`config.mk`:
```
export PLATFORM = sky130hd
export DESIGN_NAME = sgbm_bt_cost_top
export DESIGN_NICKNAME = d
export VERILOG_FILES = /design/src/design/sgbm_cost_pkg.sv /design/src/design/bt_channel_cost.sv /design/src/design/cost_combine.sv /design/src/design/disparity_window.sv /design/src/design/row_sequencer.sv /design/src/design/sgbm_bt_cost_top.sv /design/src/design/sobel_prefilter.sv
export SDC_FILE = /design/constraint.sdc
export NUM_CORES = 2
export LEC_CHECK = 0
export ABC_AREA = 1
export BUFFER_PORTS_ARGS = -buffer_cell sky130_fd_sc_hd__buf_2
export CAP_MARGIN = 20
export CORE_ASPECT_RATIO = 0.7
export CORE_UTILIZATION = 50
export CTS_CLUSTER_DIAMETER = 30
export DETAILED_ROUTE_END_ITERATION = 6
export PLACE_DENSITY = 0.66
export SLEW_MARGIN = 20
export SYNTH_ARGS = -nofsm -noshare
export SYNTH_HDL_FRONTEND = slang
export SYNTH_HIERARCHICAL = 1
export SYNTH_SLANG_ARGS = --single-unit
```
`constraint.sdc`:
```
create_clock -name clk -period 11.3 [get_ports clk]
set_input_delay 2.26 -clock clk [delete_from_list [all_inputs] [get_ports clk]]
set_output_delay 2.26 -clock clk [all_outputs]
set_load 0.1 [all_outputs]
```
`src/design/sgbm_cost_pkg.sv`:
```
// constants and types shared by the cost pipeline and its testbench
// rows are scanned left to right only; i_width must lie in NUM_DISP+2 .. MAX_WIDTH-1
package sgbm_cost_pkg;

    // --------------------------------------------------
    // constants
    // --------------------------------------------------
    localparam int NUM_DISP   = 8;
    localparam int MAX_WIDTH  = 256;
    localparam int COL_BITS   = $clog2(MAX_WIDTH);
    // border columns and the zero level of the gradient share this value
    localparam int BORDER_VAL = 63;
    localparam int GRAD_MAX   = 126;
    localparam int PIX_SHIFT  = 2;
    // input cycle of column x to its cost output
    localparam int PIPE_LAT   = 6;

    // --------------------------------------------------
    // sample types
    // --------------------------------------------------
    typedef logic [7:0]          pix_t;
    typedef logic [6:0]          grad_t;
    typedef logic [COL_BITS-1:0] col_bits_t;

    // one image column of the 3-row window
    typedef struct packed {
        pix_t above;
        pix_t centre;
        pix_t below;
    } img_col_t;

    // value with its half-sample bounds
    typedef struct packed {
        pix_t val;
        pix_t lo;
        pix_t hi;
    } pix_bt_t;

    typedef struct packed {
        grad_t val;
        grad_t lo;
        grad_t hi;
    } grad_bt_t;

    typedef struct packed {
        pix_bt_t  pix;
        grad_bt_t grad;
    } bt_sample_t;

    // --------------------------------------------------
    // cost types, index d = disparity
    // --------------------------------------------------
    typedef logic [6:0]                  chan_cost_t;
    typedef chan_cost_t [NUM_DISP-1:0]   chan_vec_t;
    typedef logic [7:0]                  cost_t;
    typedef cost_t [NUM_DISP-1:0]        cost_vec_t;

endpackage

```
`src/design/bt_channel_cost.sv`:
```
// payload_t must be a packed struct of val, lo, hi with three equal unsigned fields
// cost of each disparity is registered one cycle after the inputs, while i_en
`timescale 1ns/10ps

module bt_channel_cost #(
    parameter type payload_t  = sgbm_cost_pkg::pix_bt_t,
    parameter int  COST_SHIFT = 0
) (
    input  logic                                       clk,
    input  logic                                       rst,
    input  logic                                       i_en,
    input  payload_t                                   i_left,
    input  payload_t [sgbm_cost_pkg::NUM_DISP-1:0]     i_window,
    output sgbm_cost_pkg::chan_vec_t                   o_cost
);
    import sgbm_cost_pkg::*;

    typedef logic [$bits(payload_t)/3-1:0]      field_t;
    // one extra bit holds the sign of a difference
    typedef logic signed [$bits(payload_t)/3:0] diff_t;

    chan_vec_t cost_next;

    function automatic diff_t sub(input field_t a, input field_t b);
        return $signed({1'b0, a}) - $signed({1'b0, b});
    endfunction

    // max(0, a, b)
    function automatic diff_t pos_max(input diff_t a, input diff_t b);
        diff_t m;
        m = (a > b) ? a : b;
        return (m < 0) ? '0 : m;
    endfunction

    // --------------------------------------------------
    // birchfield-tomasi, symmetric in left and right
    // --------------------------------------------------
    always_comb begin
        diff_t c0;
        diff_t c1;
        diff_t c_min;
        for (int d = 0; d < NUM_DISP; d++) begin
            // left value against the right interval
            c0 = pos_max(sub(i_left.val, i_window[d].hi),
                         sub(i_window[d].lo, i_left.val));
            // right value against the left interval
            c1 = pos_max(sub(i_window[d].val, i_left.hi),
                         sub(i_left.lo, i_window[d].val));
            c_min        = (c0 < c1) ? c0 : c1;
            cost_next[d] = chan_cost_t'(c_min >> COST_SHIFT);
        end
    end

    // zero costs until the first row reaches here
    always_ff @(posedge clk) begin
        if (rst) begin
            o_cost <= '0;
        end else if (i_en) begin
            o_cost <= cost_next;
        end
    end

endmodule

```
`src/design/cost_combine.sv`:
```
// o_cost holds its last value while o_valid is low
`timescale 1ns/10ps

module cost_combine (
    input  logic                      clk,
    input  logic                      rst,
    input  logic                      i_en,
    input  sgbm_cost_pkg::chan_vec_t  i_pix_cost,
    input  sgbm_cost_pkg::chan_vec_t  i_grad_cost,
    output sgbm_cost_pkg::cost_vec_t  o_cost,
    output logic                      o_valid
);
    import sgbm_cost_pkg::*;

    cost_vec_t sum_next;

    always_comb begin
        for (int d = 0; d < NUM_DISP; d++) begin
            sum_next[d] = cost_t'(i_pix_cost[d]) + cost_t'(i_grad_cost[d]);
        end
    end

    always_ff @(posedge clk) begin
        if (i_en) begin
            o_cost <= sum_next;
        end
    end

    always_ff @(posedge clk) begin
        if (rst) begin
            o_valid <= 1'b0;
        end else begin
            o_valid <= i_en;
        end
    end

    // scaled pixel cost plus full gradient range bounds every sum
    for (genvar d = 0; d < NUM_DISP; d++) begin : g_range
        a_sum_max: assert property (@(posedge clk) disable iff (rst)
            o_valid |-> (o_cost[d] <= (8'hff >> PIX_SHIFT) + GRAD_MAX));
    end

endmodule

```
`src/design/disparity_window.sv`:
```
// entry 0 passes the incoming sample through; entry d is the sample d columns back
`timescale 1ns/10ps

module disparity_window (
    input  logic                                                clk,
    input  logic                                                rst,
    input  logic                                                i_run,
    input  sgbm_cost_pkg::bt_sample_t                           i_sample,
    output sgbm_cost_pkg::bt_sample_t [sgbm_cost_pkg::NUM_DISP-1:0] o_window
);
    import sgbm_cost_pkg::*;

    // hist[d] holds column x-d
    bt_sample_t [NUM_DISP-1:1] hist;

    always_ff @(posedge clk) begin
        if (rst) begin
            // start as border samples
            for (int d = 1; d < NUM_DISP; d++) begin
                hist[d].pix  <= {3{pix_t'(BORDER_VAL)}};
                hist[d].grad <= {3{grad_t'(BORDER_VAL)}};
            end
        end else if (i_run) begin
            hist <= {hist[NUM_DISP-2:1], i_sample};
        end
    end

    assign o_window = {hist, i_sample};

endmodule

```
`src/design/row_sequencer.sv`:
```
// i_width is sampled on i_row_start; a new start is ignored while a row is running
// all outputs are levels decoded from one column counter
`timescale 1ns/10ps

module row_sequencer (
    input  logic                    clk,
    input  logic                    rst,
    input  logic                    i_row_start,
    input  sgbm_cost_pkg::col_bits_t i_width,
    output logic                    o_run,
    output logic                    o_border,
    output logic                    o_cost_en,
    output logic                    o_row_done
);
    import sgbm_cost_pkg::*;

    logic              run;
    logic [COL_BITS:0] cnt;
    col_bits_t         width_q;
    logic [COL_BITS:0] width_ext;

    assign width_ext = {1'b0, width_q};

    // cnt = cycle - 1 while running, so column cnt is on the input
    always_ff @(posedge clk) begin
        if (rst) begin
            run     <= 1'b0;
            cnt     <= '0;
            width_q <= '0;
        end else if (i_row_start && !run) begin
            run     <= 1'b1;
            cnt     <= '0;
            width_q <= i_width;
        end else if (run) begin
            cnt <= cnt + 1'b1;
            // last cycle of the row is the last valid output
            if (cnt == width_ext + (PIPE_LAT - 1)) begin
                run <= 1'b0;
            end
        end
    end

    assign o_run      = run;
    assign o_row_done = !run;

    // filter stage works on column cnt-1; column -1 and width are masked too
    assign o_border = (cnt <= 1) || (cnt >= width_ext);

    // window full for x >= NUM_DISP-1, seen at the channel cost outputs
    // one cycle after the sample stage
    assign o_cost_en = run && (cnt >= NUM_DISP + PIPE_LAT - 2) &&
                       (cnt <= width_ext + (PIPE_LAT - 2));

    // --------------------------------------------------
    // protocol checks
    // --------------------------------------------------
    a_start_idle: assert property (@(posedge clk) disable iff (rst)
        i_row_start |-> !run);

    a_width_min: assert property (@(posedge clk) disable iff (rst)
        i_row_start |-> (i_width >= NUM_DISP + 2));

endmodule

```
`src/design/sgbm_bt_cost_top.sv`:
```
// one row per i_row_start, one column per clock, no back-pressure
// cost of left column x appears PIPE_LAT cycles after its input cycle
`timescale 1ns/10ps

module sgbm_bt_cost_top (
    input  logic                     clk,
    input  logic                     rst,
    input  logic                     i_row_start,
    input  sgbm_cost_pkg::col_bits_t i_width,
    input  sgbm_cost_pkg::img_col_t  i_left,
    input  sgbm_cost_pkg::img_col_t  i_right,
    output sgbm_cost_pkg::cost_vec_t o_cost,
    output logic                     o_valid,
    output logic                     o_row_done
);
    import sgbm_cost_pkg::*;

    logic                      run;
    logic                      border;
    logic                      cost_en;
    bt_sample_t                left_sample;
    bt_sample_t                right_sample;
    bt_sample_t [NUM_DISP-1:0] window;
    pix_bt_t    [NUM_DISP-1:0] win_pix;
    grad_bt_t   [NUM_DISP-1:0] win_grad;
    chan_vec_t                 pix_cost;
    chan_vec_t                 grad_cost;

    row_sequencer u_seq (
        .clk        (clk),
        .rst        (rst),
        .i_row_start(i_row_start),
        .i_width    (i_width),
        .o_run      (run),
        .o_border   (border),
        .o_cost_en  (cost_en),
        .o_row_done (o_row_done)
    );

    // --------------------------------------------------
    // front end, one filter per image
    // --------------------------------------------------
    sobel_prefilter u_left_filter (
        .clk     (clk),
        .rst     (rst),
        .i_run   (run),
        .i_border(border),
        .i_col   (i_left),
        .o_sample(left_sample)
    );

    sobel_prefilter u_right_filter (
        .clk     (clk),
        .rst     (rst),
        .i_run   (run),
        .i_border(border),
        .i_col   (i_right),
        .o_sample(right_sample)
    );

    disparity_window u_window (
        .clk     (clk),
        .rst     (rst),
        .i_run   (run),
        .i_sample(right_sample),
        .o_window(window)
    );

    for (genvar d = 0; d < NUM_DISP; d++) begin : g_slice
        assign win_pix[d]  = window[d].pix;
        assign win_grad[d] = window[d].grad;
    end

    // --------------------------------------------------
    // channel costs and their sum
    // --------------------------------------------------
    bt_channel_cost #(.payload_t(pix_bt_t), .COST_SHIFT(PIX_SHIFT)) u_pix_cost (
        .clk     (clk),
        .rst     (rst),
        .i_en    (run),
        .i_left  (left_sample.pix),
        .i_window(win_pix),
        .o_cost  (pix_cost)
    );

    bt_channel_cost #(.payload_t(grad_bt_t), .COST_SHIFT(0)) u_grad_cost (
        .clk     (clk),
        .rst     (rst),
        .i_en    (run),
        .i_left  (left_sample.grad),
        .i_window(win_grad),
        .o_cost  (grad_cost)
    );

    cost_combine u_combine (
        .clk        (clk),
        .rst        (rst),
        .i_en       (cost_en),
        .i_pix_cost (pix_cost),
        .i_grad_cost(grad_cost),
        .o_cost     (o_cost),
        .o_valid    (o_valid)
    );

endmodule

```
`src/design/sobel_prefilter.sv`:
```
// i_border must flag the column in the centre of the 3x3 window (one behind the input)
// 3 cycles from column x+1 on i_col to sample x on o_sample, shifting only while i_run
`timescale 1ns/10ps

module sobel_prefilter (
    input  logic                      clk,
    input  logic                      rst,
    input  logic                      i_run,
    input  logic                      i_border,
    input  sgbm_cost_pkg::img_col_t   i_col,
    output sgbm_cost_pkg::bt_sample_t o_sample
);
    import sgbm_cost_pkg::*;

    img_col_t           col_d1;
    img_col_t           col_d2;
    logic signed [11:0] sobel_sum;
    logic signed [11:0] sobel_off;
    pix_t               pix_next;
    grad_t              grad_next;
    // [0] column x+1, [1] column x, [2] column x-1
    pix_t  [2:0]        pix_hist;
    grad_t [2:0]        grad_hist;
    pix_bt_t            pix_bt;
    pix_bt_t            grad_wide;
    bt_sample_t         sample_next;

    function automatic logic signed [11:0] col_diff(input pix_t a, input pix_t b);
        return $signed({4'b0, a}) - $signed({4'b0, b});
    endfunction

    // min and max over the value and its two floor half-sample means
    function automatic pix_bt_t half_bounds(input pix_t prev, input pix_t cur,
                                            input pix_t next);
        logic [8:0] sum_l;
        logic [8:0] sum_r;
        pix_bt_t    res;
        sum_l   = prev + cur;
        sum_r   = cur + next;
        res.val = cur;
        res.lo  = cur;
        res.hi  = cur;
        if (sum_l[8:1] < res.lo) begin
            res.lo = sum_l[8:1];
        end
        if (sum_r[8:1] < res.lo) begin
            res.lo = sum_r[8:1];
        end
        if (sum_l[8:1] > res.hi) begin
            res.hi = sum_l[8:1];
        end
        if (sum_r[8:1] > res.hi) begin
            res.hi = sum_r[8:1];
        end
        return res;
    endfunction

    // --------------------------------------------------
    // horizontal sobel on the centre column
    // --------------------------------------------------
    always_comb begin
        sobel_sum = col_diff(i_col.above, col_d2.above) +
                    (col_diff(i_col.centre, col_d2.centre) <<< 1) +
                    col_diff(i_col.below, col_d2.below);
        // gradient zero sits mid-range
        sobel_off = sobel_sum + 12'(GRAD_MAX / 2);
        if (sobel_off < 0) begin
            grad_next = '0;
        end else if (sobel_off > GRAD_MAX) begin
            grad_next = grad_t'(GRAD_MAX);
        end else begin
            grad_next = sobel_off[6:0];
        end
        pix_next = col_d1.centre;
        if (i_border) begin
            grad_next = grad_t'(BORDER_VAL);
            pix_next  = pix_t'(BORDER_VAL);
        end
    end

    always_comb begin
        pix_bt    = half_bounds(pix_hist[2], pix_hist[1], pix_hist[0]);
        grad_wide = half_bounds({1'b0, grad_hist[2]}, {1'b0, grad_hist[1]},
                                {1'b0, grad_hist[0]});
        sample_next.pix      = pix_bt;
        sample_next.grad.val = grad_wide.val[6:0];
        sample_next.grad.lo  = grad_wide.lo[6:0];
        sample_next.grad.hi  = grad_wide.hi[6:0];
    end

    always_ff @(posedge clk) begin
        if (i_run) begin
            col_d1   <= i_col;
            col_d2   <= col_d1;
            o_sample <= sample_next;
        end
    end

    // history starts out as border columns
    always_ff @(posedge clk) begin
        if (rst) begin
            pix_hist  <= {3{pix_t'(BORDER_VAL)}};
            grad_hist <= {3{grad_t'(BORDER_VAL)}};
        end else if (i_run) begin
            pix_hist  <= {pix_hist[1:0], pix_next};
            grad_hist <= {grad_hist[1:0], grad_next};
        end
    end

endmodule

```
==> impl_results.md <==
* Outcome: completed
* Initial Utilization at 50.7%
* Max-Cap Viols at 0
* Top-count cell post-synth: nand2_1
* Final hold slack at 0.407 ns
* First-pass detailed-route iteration total at 6
* Synth top area cells: ha_1 19%, dfxtp_1 14%, nand2_1 14%
* Sw frac at 51.2%
* Ys flop type: dfxtp_1
* Total wire length at between 200,000 and 250,000 um
* CTS sink count at 778
* Cells after Synth at ~10,000
* Area growth syn-to-layout at 11.3%
* Synth cell types at 66
* Seq/Total Area, Yosys at 24.8%
* Share of async-settable or async-resettable flops after synthesis at 0%
* Final hold viol count at 0
* Relative slew margins at 27.8%
* First-pass GRT wire length at approximately 330,000 um
* VDD IR max at ~0.41 mV
* Final setup fails at 0
* Max frequency at between 150 and 200 MHz
* Clk pwr share at 19.8%
* Crit-path max FO at 13
* Fin. max-slew vios at 0
* RSZ-0062 raised after global routing: no
* Synth area leader: ha_1
* H-tree depth at 4
* Leakage dissipation at 42.9 nW
* Worst Setup End Kind: register
* Final core occ at 56.5%
* WL/cell at 16.7 um
* Antenna violations before repair at 1
* Die X-Extent at 459 um
* Clock Skews at 0.0484 ns
* Post-CTS sizing at 0
* Reg power frac at 13.9%
* Worst hold path class: reg -> reg
* Cts bufs inserted at 173
* Overflow after GRT at 0
* CTS tree: built
* FF+latch count, synth at ~800
* NumNets Final at 11,545
* Setup bufs post-CTS at 0
* Port Buf Inserts at 124
* Combinational share of power at between 60% and 70%
* Clock Tree Buf Depth at 3
* Vias in the first global route at 62,055
* IO Count at 125
* Placer Congestion at between 0.9 and 1
* Initial DRC count at 5,216
* Hold buffers post-CTS at 0
* Req. time, crit path at 12.04 ns
* Post-Synthesis Cell Area at 0.0730 mm^2
* Worst Tran Pin Value at ~1.1 ns
* Area of the multi-input gates at 0.0476 mm^2
* Share of post-route cells with drive strength above 1 at 7.50%
* Routed Antenna Nets at 0
* Switching power total at 13.8 mW
* Fillers at 13,512
* CORE AREA at 0.144 mm^2
* GRT Total Usage at 27.7%
* Startpoint types: register
* Vias per inst at 5.37
* DR vias at about 66,000
* Clock Tree Root: clkbuf_16
* # DRC at 0
* TNS Setup at 0 ns
* Syn. warnings at 6
* Synth top cells by count: 2,653 x nand2_1, 1,555 x inv_1, 1,119 x ha_1, 774 x nand3_1, 759 x a21oi_1
* Die H at 322 um
* Register Area at ~0.018 mm^2
* Internal Pwr Total at 13.1 mW
* Post-synth EDFFs at 250
* Crit path DAT at approximately 7 ns
* Rows at 116
* Post-layout min period at 6.26 ns
* Largest net degree at the start of global routing at 129
* Synth Area per Inst at 7.18 um^2
* Area share of the largest cell type after synthesis at 19.2%
* Period utilisation layout at between 50% and 60%
* Dpl hpwl at 162,000 um
* DIE AREA at between 0.1 and 0.15 mm^2
* Clk pin slew, worst setup/hold paths at 0.05 ns
* Worst setup path category: reg -> reg
* Clock latency on the worst-skew pair at between 0.8 and 0.9 ns
* Pwr dens at about 330 mW/mm^2
==> routing by layer <==
metal | track usage, % | wire, um | up-vias
met5 | 0 | 0 | -
met4 | 7.90 | 4740 | 0
met3 | 4.14 | 12900 | 300
met2 | 42.1 | 86200 | 1779
met1 | 40.3 | 102000 | 30680
li1 | - | - | 33577
==> metrics by stage <==
| step | cells | total power, mW | worst slack [ns] | cell area, um^2 |
|---|---|---|---|---|
| after global placement | 12032 | 20.7 | 4.73 | 75000 |
| after global routing | 12357 | 29.5 | 4.61 | 81300 |
| after detailed placement | 12033 | 21.2 | 4.75 | 75000 |
| after CTS | 12357 | 26.7 | 5.21 | 81300 |
| after floorplan | 10179 | 17.5 | 2.69 | 73000 |
| final | 12359 | 26.9 | 5.04 | 81300 |
==> kinds of logic after synthesis <==
family	synth area share, %
compound gates	11.6
flops	24.8
buf+inv	10.1
fa+ha+maj	22.1
xor+xnor	5.22
simple gates	26.2
other cells	0.00514
==> cells in the final DEF, fill, tap and decap left out, types with 18 or more instances in the layout <==
master	netlist	final
o21bai_1	19	19
xnor2_1	185	185
a31oi_1	25	25
or2_1	22	22
fa_1	106	106
dfxtp_1	528	527
nand2_1	2653	2653
buf_2	90	123
inv_2	24	25
nand4_1	129	129
ha_1	1119	1119
o21a_1	32	32
xor2_1	241	241
nand2_4	34	34
nand3_2	58	58
edfxtp_1	250	250
o31ai_1	21	21
a21o_1	56	56
inv_6	0	25
clkbuf_16	0	181
buf_4	77	39
inv_1	1555	1553
a21oi_1	759	758
o21ai_1	48	48
a211oi_1	27	27
o21ai_0	307	307
nand3_1	774	774
nor2_1	517	517
nor2_2	30	30
bufinv_16	0	18
o211ai_1	131	131
nand3b_1	24	24
nand2_2	101	101
clkinv_2	0	18
==> power groups by stage <==
stage | registers [mW] | clock network [mW] | logic [mW]
6_report | 3.74 | 5.32 | 17.8
5_1_grt | 3.77 | 5.56 | 20.2
4_1_cts | 3.73 | 5.42 | 17.6
3_5_place_dp | 3.78 | 0 | 17.4
3_3_place_gp | 3.78 | 0 | 17.0
2_1_floorplan | 3.58 | 0 | 13.9
==> cell type report <==
cell class	count	share of cell area, %
Antenna cell	2	0.00616
Clock buffer	204	5.84
Clock inverter	120	1.86
Inverter	1588	7.35
Multi-Input combinational cell	7556	58.5
Sequential cell	778	22.2
Tap cell	1947	3.00
Timing Repair Buffer	164	1.17
==> state kept, by name (all words and copies together) (netlist names), 24 cells and up <==
name                     flops
u_left_filter/o_sample      45
u_left_filter/col_d1        24
u_window/o_window          315
u_pix_cost/o_cost           48
u_left_filter/col_d2        24
u_combine/o_cost            64
u_right_filter/col_d1       24
u_right_filter/o_sample     45
u_grad_cost/o_cost          56
u_right_filter/col_d2       24
==> worst max-delay path, cell delays in order (launching register included) <==
cell,delay [ns]
edfxtp_1,0.90
inv_1,0.59
ha_1,0.41
fa_1,0.41
o21ai_0,0.36
nand2_1,0.09
nand2_1,0.07
a21oi_1,0.08
xor2_1,0.22
inv_1,0.07
ha_1,0.27
inv_1,0.04
nor3_1,0.25
nand2_1,0.12
nand2_1,0.07
nand2_1,0.08
nand3_1,0.30
inv_1,0.11
o21ai_0,0.26
or2_1,0.19
inv_1,0.06
ha_1,0.31
a21oi_1,0.16
o21a_1,0.33
nand2_4,0.12
nand2_1,0.07
nand3_1,0.08
a21oi_1,0.17
==> final timing paths <==
check	start	end	slack (ns)	cells after the start
worst max register to register	u_left_filter/o_sample[14]$_DFFE_PP_	u_grad_cost/o_cost[5]$_SDFFE_PP0P_	5.04	27
worst min register to register	u_right_filter/col_d1[23]$_DFFE_PP_	u_right_filter/col_d2[23]$_DFFE_PP_	0.41	0
worst min-delay path	u_right_filter/col_d1[23]$_DFFE_PP_	u_right_filter/col_d2[23]$_DFFE_PP_	0.41	0
worst max-delay path	u_left_filter/o_sample[14]$_DFFE_PP_	u_grad_cost/o_cost[5]$_SDFFE_PP0P_	5.04	27
Power figures use the tool's default switching activity.
